==> src/decode_params.svh <==
////////////////////////////////////////
// Widths for the RV32I decode and issue stage
// Only the three base units are counted here
// Changing XLEN is not supported by the decode
////////////////////////////////////////
`ifndef DECODE_PARAMS_SVH
`define DECODE_PARAMS_SVH

// Data path width
`define XLEN 32

// Register file address width
`define REG_ADDR_W 5

// ALU, branch and load/store
`define NUM_UNITS 3

// Branch and jump offset, JAL needs 21 bits
`define PC_OFFSET_W 21

// Load/store immediate offset
`define LS_OFFSET_W 12

`endif

==> src/decode_pkg.sv <==
////////////////////////////////////////
// Types shared by the decode and issue stage
// Opcodes are the trimmed bits [6:2] of the
// instruction word, base ISA only
////////////////////////////////////////
package decode_pkg;

    // Major opcode, instruction bits [6:2]
    typedef enum logic [4:0] {
        LOAD      = 5'b00000,
        FENCE     = 5'b00011,
        ARITH_IMM = 5'b00100,
        AUIPC     = 5'b00101,
        STORE     = 5'b01000,
        ARITH     = 5'b01100,
        LUI       = 5'b01101,
        BRANCH    = 5'b11000,
        JALR      = 5'b11001,
        JAL       = 5'b11011,
        SYSTEM    = 5'b11100
    } opcode_t;

    // ALU result select
    typedef enum logic [1:0] {
        ALU_CONSTANT = 2'b00,
        ALU_ADD_SUB  = 2'b01,
        ALU_SLT      = 2'b10,
        ALU_SHIFT    = 2'b11
    } alu_op_t;

    // Logic op, LOGIC_ADD selects the adder
    typedef enum logic [1:0] {
        LOGIC_ADD = 2'b00,
        LOGIC_XOR = 2'b01,
        LOGIC_OR  = 2'b10,
        LOGIC_AND = 2'b11
    } alu_logic_op_t;

    // Bit positions in the unit vectors
    typedef enum logic [1:0] {
        ALU = 2'd0,
        BR  = 2'd1,
        LS  = 2'd2
    } unit_id_t;

endpackage

==> src/issue_stage_if.sv <==
////////////////////////////////////////
// Issue stage signals shared by the
// controller, decoder and operand blocks
////////////////////////////////////////
`timescale 1ns/1ps
`include "decode_params.svh"

interface issue_stage_if import decode_pkg::*; ();

    // Issue stage enable
    logic              load;

    // Decode stage instruction
    logic [`XLEN-1:0]  decode_instr;
    logic [`XLEN-1:0]  decode_pc;

    // Issue stage copies
    logic [`XLEN-1:0]  issue_instr;
    logic [`XLEN-1:0]  issue_pc;
    logic [2:0]        issue_fn3;
    opcode_t           issue_opcode;

    modport ctrl (
        output load
    );

    modport decoder (
        input  load, decode_instr, decode_pc,
        output issue_instr, issue_pc, issue_fn3, issue_opcode
    );

    modport operand (
        input load, decode_instr, decode_pc,
        input issue_instr, issue_pc, issue_fn3, issue_opcode
    );

endinterface

==> src/instr_decoder.sv <==
////////////////////////////////////////
// Field decode and unit selection
// Opcodes outside the base set select no
// unit and wait in issue for a flush
////////////////////////////////////////
`timescale 1ns/1ps
`include "decode_params.svh"

module instr_decoder import decode_pkg::*; (
    input  logic                   clk,
    issue_stage_if.decoder         iss,
    output logic [`NUM_UNITS-1:0]  unit_needed_o,
    output logic [1:0]             uses_rs_o,
    output logic [`REG_ADDR_W-1:0] issue_rs1_addr_o,
    output logic [`REG_ADDR_W-1:0] issue_rs2_addr_o
);

    opcode_t                opcode;
    logic [2:0]             fn3;
    logic [`REG_ADDR_W-1:0] rs1_addr;
    logic [`REG_ADDR_W-1:0] rs2_addr;
    logic [`NUM_UNITS-1:0]  unit_needed;
    logic [1:0]             uses_rs;

    ////////////////////////////////////////
    // Instruction fields
    assign opcode   = opcode_t'(iss.decode_instr[6:2]);
    assign fn3      = iss.decode_instr[14:12];
    assign rs1_addr = iss.decode_instr[19:15];
    assign rs2_addr = iss.decode_instr[24:20];

    ////////////////////////////////////////
    // Unit selection
    always_comb begin
        unit_needed      = '0;
        unit_needed[ALU] = opcode inside {ARITH, ARITH_IMM, AUIPC, LUI, JAL, JALR};
        unit_needed[BR]  = opcode inside {BRANCH, JAL, JALR};
        unit_needed[LS]  = opcode inside {LOAD, STORE, FENCE};
    end

    // Source usage for the in-use stall
    assign uses_rs[0] = opcode inside {JALR, BRANCH, LOAD, STORE, ARITH_IMM, ARITH};
    // Store data is read late, so rs2 is not checked
    assign uses_rs[1] = opcode inside {BRANCH, ARITH};

    ////////////////////////////////////////
    // Issue stage registers
    always_ff @(posedge clk) begin
        if (iss.load) begin
            iss.issue_instr  <= iss.decode_instr;
            iss.issue_pc     <= iss.decode_pc;
            iss.issue_fn3    <= fn3;
            iss.issue_opcode <= opcode;
            issue_rs1_addr_o <= rs1_addr;
            issue_rs2_addr_o <= rs2_addr;
            unit_needed_o    <= unit_needed;
            uses_rs_o        <= uses_rs;
        end
    end

endmodule

==> src/issue_control.sv <==
////////////////////////////////////////
// Issue stage occupancy and issue strobes
// An instruction needing two units waits
// until both are ready
////////////////////////////////////////
`timescale 1ns/1ps
`include "decode_params.svh"

module issue_control (
    input  logic                  clk,
    input  logic                  rst,
    input  logic                  decode_valid_i,
    input  logic                  issue_hold_i,
    input  logic                  flush_i,
    input  logic [1:0]            rs_inuse_i,
    input  logic [`NUM_UNITS-1:0] unit_ready_i,
    input  logic [`NUM_UNITS-1:0] unit_needed_i,
    input  logic [1:0]            uses_rs_i,
    issue_stage_if.ctrl           iss,
    output logic                  decode_advance_o,
    output logic [`NUM_UNITS-1:0] issue_to_o,
    output logic                  instruction_issued_o
);

    logic stage_valid;
    logic operands_ready;
    logic units_ready;
    logic issue_valid;
    logic issued;
    logic stage_ready;

    ////////////////////////////////////////
    // Issue test
    assign operands_ready = ~|(rs_inuse_i & uses_rs_i);

    // Every needed unit ready, and at least one needed
    assign units_ready = (&(unit_ready_i | ~unit_needed_i)) & (|unit_needed_i);

    assign issue_valid = stage_valid & operands_ready & units_ready & ~issue_hold_i;
    assign issued      = issue_valid & ~flush_i;

    assign issue_to_o           = {`NUM_UNITS{issued}} & unit_needed_i;
    assign instruction_issued_o = issued;

    ////////////////////////////////////////
    // Stage advance
    // Stage takes a new instruction when empty or draining
    assign stage_ready      = (~stage_valid | issued) & ~issue_hold_i;
    assign iss.load         = stage_ready;
    assign decode_advance_o = decode_valid_i & stage_ready;

    always_ff @(posedge clk) begin
        if (rst || flush_i) begin
            stage_valid <= 1'b0;
        end else if (stage_ready) begin
            stage_valid <= decode_valid_i;
        end
    end

endmodule

==> src/alu_operand_gen.sv <==
////////////////////////////////////////
// ALU operand bundle and constant adder
// Operands are 33 bits, the top bit is the
// sign or zero extension for compares
////////////////////////////////////////
`timescale 1ns/1ps
`include "decode_params.svh"

module alu_operand_gen import decode_pkg::*; (
    input  logic                       clk,
    input  logic [`XLEN-1:0]           rs1_data_i,
    input  logic [`XLEN-1:0]           rs2_data_i,
    issue_stage_if.operand             iss,
    output alu_op_t                    alu_op_o,
    output alu_logic_op_t              alu_logic_op_o,
    output logic                       alu_subtract_o,
    output logic [`XLEN:0]             alu_in1_o,
    output logic [`XLEN:0]             alu_in2_o,
    output logic [$clog2(`XLEN)-1:0]   alu_shift_amount_o,
    output logic                       alu_lshift_o,
    output logic                       alu_arith_o,
    output logic [`XLEN-1:0]           alu_constant_o
);

    opcode_t          opcode;
    logic [2:0]       fn3;
    alu_op_t          alu_op;
    alu_logic_op_t    logic_op;
    logic             sub_instr;
    logic             imm_type;
    logic [`XLEN-1:0] rs2_sel;

    assign opcode = opcode_t'(iss.decode_instr[6:2]);
    assign fn3    = iss.decode_instr[14:12];

    ////////////////////////////////////////
    // Decode side
    always_comb begin
        if (opcode inside {LUI, AUIPC, JAL, JALR}) begin
            alu_op = ALU_CONSTANT;
        end else if (fn3 inside {3'b010, 3'b011}) begin
            alu_op = ALU_SLT;
        end else if (fn3 inside {3'b001, 3'b101}) begin
            alu_op = ALU_SHIFT;
        end else begin
            alu_op = ALU_ADD_SUB;
        end
    end

    always_comb begin
        case (fn3)
            3'b100:  logic_op = LOGIC_XOR;
            3'b110:  logic_op = LOGIC_OR;
            3'b111:  logic_op = LOGIC_AND;
            default: logic_op = LOGIC_ADD;
        endcase
    end

    // SUB only exists in the register form
    assign sub_instr = (fn3 == 3'b000) && iss.decode_instr[30] && (opcode == ARITH);

    always_ff @(posedge clk) begin
        if (iss.load) begin
            alu_op_o       <= alu_op;
            alu_logic_op_o <= logic_op;
            alu_subtract_o <= (fn3 inside {3'b010, 3'b011}) || sub_instr;
            imm_type       <= (opcode == ARITH_IMM);
            // LUI: imm, AUIPC: pc + imm, jumps: pc + 4
            alu_constant_o <= ((opcode == LUI) ? '0 : iss.decode_pc)
                + ((opcode inside {LUI, AUIPC}) ? {iss.decode_instr[31:12], 12'b0}
                                                : `XLEN'd4);
        end
    end

    ////////////////////////////////////////
    // Issue side
    assign alu_lshift_o       = ~iss.issue_fn3[2];
    assign alu_shift_amount_o = imm_type ? iss.issue_instr[24:20] : rs2_data_i[4:0];
    // Shift-in bit for SRA and SRAI
    assign alu_arith_o        = rs1_data_i[`XLEN-1] & iss.issue_instr[30];

    assign rs2_sel = imm_type ? `XLEN'(signed'(iss.issue_instr[31:20])) : rs2_data_i;

    // fn3[0] marks SLTU, which zero-extends
    assign alu_in1_o = {rs1_data_i[`XLEN-1] & ~iss.issue_fn3[0], rs1_data_i};
    assign alu_in2_o = {rs2_sel[`XLEN-1] & ~iss.issue_fn3[0], rs2_sel};

endmodule

==> src/branch_ls_operand_gen.sv <==
////////////////////////////////////////
// Branch and load/store operand bundles
// pc_p4_i comes from the ALU constant adder
////////////////////////////////////////
`timescale 1ns/1ps
`include "decode_params.svh"

module branch_ls_operand_gen import decode_pkg::*; (
    input  logic                    clk,
    input  logic [`XLEN-1:0]        rs1_data_i,
    input  logic [`XLEN-1:0]        rs2_data_i,
    input  logic [`XLEN-1:0]        pc_p4_i,
    issue_stage_if.operand          iss,
    output logic [2:0]              br_fn3_o,
    output logic [`PC_OFFSET_W-1:0] br_pc_offset_o,
    output logic                    br_jal_o,
    output logic                    br_jalr_o,
    output logic [`XLEN:0]          br_rs1_o,
    output logic [`XLEN:0]          br_rs2_o,
    output logic [`XLEN-1:0]        br_pc_p4_o,
    output logic                    ls_load_o,
    output logic                    ls_store_o,
    output logic                    ls_fence_o,
    output logic [`LS_OFFSET_W-1:0] ls_offset_o,
    output logic [2:0]              ls_fn3_o
);

    opcode_t                 opcode;
    logic [`XLEN-1:0]        instr;
    logic [`PC_OFFSET_W-1:0] pc_offset;
    logic                    use_signed;

    assign instr  = iss.decode_instr;
    assign opcode = opcode_t'(instr[6:2]);

    ////////////////////////////////////////
    // Offset select per jump type
    always_comb begin
        case (opcode)
            JAL:  pc_offset = {instr[31], instr[19:12], instr[20], instr[30:21], 1'b0};
            JALR: pc_offset = `PC_OFFSET_W'(signed'(instr[31:20]));
            default: pc_offset = `PC_OFFSET_W'(signed'(
                {instr[31], instr[7], instr[30:25], instr[11:8], 1'b0}));
        endcase
    end

    always_ff @(posedge clk) begin
        if (iss.load) begin
            br_pc_offset_o <= pc_offset;
            // BLTU and BGEU compare unsigned
            use_signed     <= !(instr[14:12] inside {3'b110, 3'b111});
            br_jalr_o      <= (opcode == JALR);
            // Stores split the offset around rd
            ls_offset_o    <= (opcode == STORE) ? {instr[31:25], instr[11:7]}
                                                : instr[31:20];
            ls_load_o      <= (opcode == LOAD);
            ls_store_o     <= (opcode == STORE);
            ls_fence_o     <= (opcode == FENCE);
        end
    end

    ////////////////////////////////////////
    // Issue side
    assign br_fn3_o   = iss.issue_fn3;
    assign br_jal_o   = (iss.issue_opcode == JAL);
    assign br_pc_p4_o = pc_p4_i;
    assign br_rs1_o   = {rs1_data_i[`XLEN-1] & use_signed, rs1_data_i};
    assign br_rs2_o   = {rs2_data_i[`XLEN-1] & use_signed, rs2_data_i};
    assign ls_fn3_o   = iss.issue_fn3;

endmodule

==> src/decode_issue_top.sv <==
////////////////////////////////////////
// Decode and issue top level
// One issue slot, units ALU, BR and LS
////////////////////////////////////////
`timescale 1ns/1ps
`include "decode_params.svh"

module decode_issue_top import decode_pkg::*; (
    input  logic                       clk,
    input  logic                       rst,
    input  logic                       decode_valid_i,
    input  logic [`XLEN-1:0]           decode_pc_i,
    input  logic [`XLEN-1:0]           decode_instr_i,
    output logic                       decode_advance_o,
    input  logic                       issue_hold_i,
    input  logic                       flush_i,
    input  logic [1:0]                 rs_inuse_i,
    input  logic [`XLEN-1:0]           rs1_data_i,
    input  logic [`XLEN-1:0]           rs2_data_i,
    input  logic [`NUM_UNITS-1:0]      unit_ready_i,
    output logic [`NUM_UNITS-1:0]      issue_to_o,
    output logic                       instruction_issued_o,
    output logic [`REG_ADDR_W-1:0]     issue_rs1_addr_o,
    output logic [`REG_ADDR_W-1:0]     issue_rs2_addr_o,
    // ALU
    output alu_op_t                    alu_op_o,
    output alu_logic_op_t              alu_logic_op_o,
    output logic                       alu_subtract_o,
    output logic [`XLEN:0]             alu_in1_o,
    output logic [`XLEN:0]             alu_in2_o,
    output logic [$clog2(`XLEN)-1:0]   alu_shift_amount_o,
    output logic                       alu_lshift_o,
    output logic                       alu_arith_o,
    output logic [`XLEN-1:0]           alu_constant_o,
    // Branch
    output logic [2:0]                 br_fn3_o,
    output logic [`PC_OFFSET_W-1:0]    br_pc_offset_o,
    output logic                       br_jal_o,
    output logic                       br_jalr_o,
    output logic [`XLEN:0]             br_rs1_o,
    output logic [`XLEN:0]             br_rs2_o,
    output logic [`XLEN-1:0]           br_pc_p4_o,
    // Load/store
    output logic                       ls_load_o,
    output logic                       ls_store_o,
    output logic                       ls_fence_o,
    output logic [`LS_OFFSET_W-1:0]    ls_offset_o,
    output logic [2:0]                 ls_fn3_o
);

    logic [`NUM_UNITS-1:0] unit_needed;
    logic [1:0]            uses_rs;

    issue_stage_if iss ();

    assign iss.decode_instr = decode_instr_i;
    assign iss.decode_pc    = decode_pc_i;

    instr_decoder u_decoder (
        .clk              (clk),
        .iss              (iss.decoder),
        .unit_needed_o    (unit_needed),
        .uses_rs_o        (uses_rs),
        .issue_rs1_addr_o (issue_rs1_addr_o),
        .issue_rs2_addr_o (issue_rs2_addr_o)
    );

    issue_control u_control (
        .clk                  (clk),
        .rst                  (rst),
        .decode_valid_i       (decode_valid_i),
        .issue_hold_i         (issue_hold_i),
        .flush_i              (flush_i),
        .rs_inuse_i           (rs_inuse_i),
        .unit_ready_i         (unit_ready_i),
        .unit_needed_i        (unit_needed),
        .uses_rs_i            (uses_rs),
        .iss                  (iss.ctrl),
        .decode_advance_o     (decode_advance_o),
        .issue_to_o           (issue_to_o),
        .instruction_issued_o (instruction_issued_o)
    );

    alu_operand_gen u_alu_gen (
        .clk                (clk),
        .rs1_data_i         (rs1_data_i),
        .rs2_data_i         (rs2_data_i),
        .iss                (iss.operand),
        .alu_op_o           (alu_op_o),
        .alu_logic_op_o     (alu_logic_op_o),
        .alu_subtract_o     (alu_subtract_o),
        .alu_in1_o          (alu_in1_o),
        .alu_in2_o          (alu_in2_o),
        .alu_shift_amount_o (alu_shift_amount_o),
        .alu_lshift_o       (alu_lshift_o),
        .alu_arith_o        (alu_arith_o),
        .alu_constant_o     (alu_constant_o)
    );

    branch_ls_operand_gen u_br_ls_gen (
        .clk            (clk),
        .rs1_data_i     (rs1_data_i),
        .rs2_data_i     (rs2_data_i),
        .pc_p4_i        (alu_constant_o),
        .iss            (iss.operand),
        .br_fn3_o       (br_fn3_o),
        .br_pc_offset_o (br_pc_offset_o),
        .br_jal_o       (br_jal_o),
        .br_jalr_o      (br_jalr_o),
        .br_rs1_o       (br_rs1_o),
        .br_rs2_o       (br_rs2_o),
        .br_pc_p4_o     (br_pc_p4_o),
        .ls_load_o      (ls_load_o),
        .ls_store_o     (ls_store_o),
        .ls_fence_o     (ls_fence_o),
        .ls_offset_o    (ls_offset_o),
        .ls_fn3_o       (ls_fn3_o)
    );

endmodule

==> config.mk <==
export PLATFORM = sky130hd
export DESIGN_NAME = decode_issue_top
export DESIGN_NICKNAME = d
export VERILOG_FILES = /design/src/decode_pkg.sv /design/src/issue_stage_if.sv /design/src/instr_decoder.sv /design/src/issue_control.sv /design/src/alu_operand_gen.sv /design/src/branch_ls_operand_gen.sv /design/src/decode_issue_top.sv
export VERILOG_INCLUDE_DIRS = /design/src /design/src/src
export SDC_FILE = /design/constraint.sdc
export NUM_CORES = 1
export LEC_CHECK = 0
export ABC_CLOCK_PERIOD_IN_PS = 7100
export BUFFER_PORTS_ARGS = -buffer_cell sky130_fd_sc_hd__buf_2
export CAP_MARGIN = 0
export CORE_AREA = 2 2 158 160
export CTS_CLUSTER_DIAMETER = 120
export DETAILED_ROUTE_END_ITERATION = 16
export DIE_AREA = 0 0 160 162
export PLACE_DENSITY = 0.58
export SYNTH_ARGS = -nofsm -noshare
export SYNTH_HDL_FRONTEND = slang
export SYNTH_SLANG_ARGS = --single-unit
==> constraint.sdc <==
create_clock -name clk -period 7.1 [get_ports clk]
set_clock_uncertainty 0.1 [all_clocks]
set_input_delay 1.775 -clock clk [delete_from_list [all_inputs] [get_ports clk]]
set_output_delay 1.775 -clock clk [all_outputs]
set_load 0.005 [all_outputs]
==> flow_summary.toml <==
[outcome]
result_of_the_run = "finished clean"

[setup_path]
cp_data_required_time_ns = 7.11
worst_setup_path_startpoint = "decode_instr_i[3]"
timing.critical_path.fanout_max = 26
r2r_slack_ns = 4.28
worst_setup_path_category = "in -> reg"
crit_path_start_kind = "input pin"
critPathCapture = "u_alu_gen.alu_constant_o[26]"
timing.reg2reg.worst_path_depth = 7
critical_path.reg2reg.endpoint = "u_alu_gen.alu_constant_o[25]"
crit_path_end_kind = "flop"
regToRegStartpoint = "u_decoder.unit_needed_o[0]"
crit_arrival_ns = 5.34

[clocking]
ctsRootBufferMaster = "clkbuf_16"
cts-hold-fix-buffers = 0
cts.clk_slew.worst_paths_ns = 0.08
count_of_clock_tree_sinks = 93
tritoncts.num_buffers = 9
post_cts_resize_count = 0
clock_insertion_delay_worst_skew_ns = 0.34
cts_htree_levels = 3
cts_post_setup_buffers_inserted = 0
cts.path.max_buffers = 2
tritoncts = "yes"

[power]
design_power_total_mw = 1.41
max_ir_drop_vdd_v = 0.000111
power_frac_seq_pct = 47.2
power.combinational.fraction_pct = 18.0
netSwitchingPower_mw = 0.396
cellLeakagePower_nw = 3.59
switching_share_pct = 28.1
power_frac_clock_pct = 34.9
internal_power_mw = 1.01
power.density_nw_per_um2 = 185

[logic_synthesis]
synth.avg_cell_area_um2 = 9.69
synth.top_cells.by_area = "edfxtp_1 41%, buf_4 18%, and2_1 4.8%, ha_1 3.9%, nand2_1 3.3%"
muxShareOfSynthArea_pct = 2.46
synth_fa_ha_area_share_pct = 3.95
post_synth_and_or_nand_nor_area_fraction_pct = 16.8
post_syn_nets = 846
synth_seq_cells = 93
synthXorXnorAreaFrac_pct = 2.89
synth_cell_types = 59
combinational_family_with_the_most_area_after_synthesis = "buffers and inverters"
compound_cell_area_share_of_the_yosys_netlist_pct = 10.2
post_synth_instance_area_um2 = 6660
ys_dominant_reg_cell = "edfxtp_1"
synth_top_cell_by_area = "edfxtp_1"
post_synth_inst_count = 687
synth-seq-area-share_pct = 41.8
synthesis.yosys.warnings = 0
synth_async_sr_flop_share_pct = 0
synth_top_area_share_pct = 41.5
synth-edff-count = 92

[drt]
dr_total_vias = 5106
wirelength_mm = 20.5
drt.antenna.violating_nets = 0
drt-pass1-iter-count = 4
drtIter0Drc = 287
routed_via_density = 4.42
wl_per_cell_um = 17.7
drc = 0

[place]
post-dp-hpwl_mm = 16.3
port-buffer-count = 309
routability_driven_placement_congestion_ratio = 0.843

[global_routing]
grt_antenna_before_repair = 1
grt_util_all_layers_pct = 15.1
maximum_number_of_pins_on_one_net_before_global_route_repair = 58
met1_grt_util_pct = 18.6
number_of_global_route_vias_before_repair = 4720
globalRouteOverflowTotal = 0
grt_use_met2_pct = 26.7
first_pass_grt_wire_length_mm = 29.2
grt_use_met3_pct = 3.78
gr-max-usage-layer = "met2"

[layout]
nNetsFinal = 984
antenna-diode-count = 0
drive_above_1_share_pct = 42.8
sequential_cell_area_um2 = 2780
area_delta_synth_final_pct = 14.3
fill_cell_count = 2578
area_used_by_multi_input_combinational_logic_um2 = 2420
layout_common_cells = "309 x buf_2, 92 x edfxtp_1, 59 x nand2_1"
layout_commonest_cell = "buf_2"
final_util_pct = 31.6

[flow_run]
cap_violations = 0

[sta]
period_needed_ns = 5.33
setup_viol = 0
report.final.slew_viol_count = 0
finalHoldWorstSlack_ns = 0.398
maxClockFrequency_mhz = 188
hold_viol = 0
final.setup.tns_ns = 0
post-route-period-util_pct = 75.1
setup_repair_after_global_routing_missed_its_margin = "false"
worst-slew-pin-transition_ns = 0.799
slew_headroom_pct = 46.7

[die]
fp.dieH_um = 162
cell_rows = 57
io_pins = 405
die_area_um2 = 25900
die_x_um = 160
initial_utilization_pct = 27.6
fp.coreArea_um2 = 24100

[worst_hold_path]
min-delay-start = "u_control.stage_valid"
min_path_type = "reg -> reg"
==> per-layer routing <==
metal | wire [µm] | vias up
met3 | 1220 | 19
met2 | 10400 | 225
met5 | 13 | -
met4 | 274 | 2
li1 | - | 2484
met1 | 8590 | 2376
==> cells by family after synthesis <==
group	count (synthesis)
buf+inv	221
simple gates	212
compound gates	103
flops	93
xor+xnor	22
fa+ha+maj	21
mux	15
==> per-stage QoR <==
| step | instance area, µm² | cells | worst slack [ns] |
|---|---|---|---|
| floorplan | 6660 | 687 | 0.243 |
| global placement | 7320 | 1138 | 1.39 |
| detailed placement | 7320 | 1138 | 1.37 |
| CTS | 7610 | 1154 | 1.73 |
| global route | 7610 | 1154 | 1.46 |
| finish | 7610 | 1154 | 1.77 |
==> power groups by stage <==
stage | sequential [mW] | combinational (mW) | clock [mW]
after CTS | 0.664 | 0.257 | 0.512
after global routing | 0.667 | 0.280 | 0.533
final | 0.664 | 0.253 | 0.491
after global placement | 0.676 | 0.254 | 0
after floorplan | 0.680 | 0.184 | 0
after detailed placement | 0.676 | 0.255 | 0
==> cell usage after synthesis (4+ instances only) <==
master and instances:
edfxtp_1 92, nand2b_1 5, nand3_1 12, clkbuf_1 19, o21ai_0 32, a21o_1 7, and2_1 51, xor2_1 6
xnor2_1 16, a211oi_1 7, a21oi_1 19, nor2_1 30, nor2b_1 6, buf_4 163, inv_1 34, mux2_2 11
nand2_1 59, nor3_1 9, nor4_1 4, o21bai_1 4, and4_1 5, or2_2 5, ha_1 21, and3_1 8
mux2i_1 4, nand4_1 4
==> critical path, stage by stage <==
cell and delay [ns]:
buf_2 0.22, and4bb_1 0.33, buf_4 0.24, nand2_1 0.50, and2_1 0.38, ha_1 0.37, a21oi_2 0.18, o21bai_1 0.09
a21oi_1 0.41, a21oi_2 0.19, or4_1 0.50, o211a_1 0.15
==> flip-flops by register name (all words and copies together) (netlist names), 2 cells and up <==
| name | cells |
|---|---|
| u_alu_gen.alu_constant_o | 32 |
| u_alu_gen.alu_logic_op_o | 2 |
| u_alu_gen.alu_op_o | 2 |
| u_br_ls_gen.br_pc_offset_o | 14 |
| u_br_ls_gen.ls_offset_o | 5 |
| u_decoder.iss.issue_fn3 | 2 |
| u_decoder.iss.issue_instr | 11 |
| u_decoder.iss.issue_opcode | 4 |
| u_decoder.issue_rs1_addr_o | 4 |
| u_decoder.issue_rs2_addr_o | 4 |
| u_decoder.unit_needed_o | 3 |
| u_decoder.uses_rs_o | 2 |
==> worst min path at each step <==
stage          cells after the start                     to  slack, ns
3_5_place_dp                       2  u_control.stage_valid       0.39
2_1_floorplan                      2  u_control.stage_valid       0.36
3_3_place_gp                       2  u_control.stage_valid       0.39
4_1_cts                            2  u_control.stage_valid       0.40
6_report                           2  u_control.stage_valid       0.40
5_1_grt                            2  u_control.stage_valid       0.43
==> area by class of cell <==
| type | instances | share of cell area, % |
|---|---|---|
| Clock buffer | 9 | 2.96 |
| Clock inverter | 7 | 0.822 |
| Inverter | 34 | 1.68 |
| Multi-Input combinational cell | 373 | 31.9 |
| Sequential cell | 93 | 36.6 |
| Tap cell | 324 | 5.33 |
| Timing Repair Buffer | 314 | 20.8 |
Power figures use the tool's default switching activity.
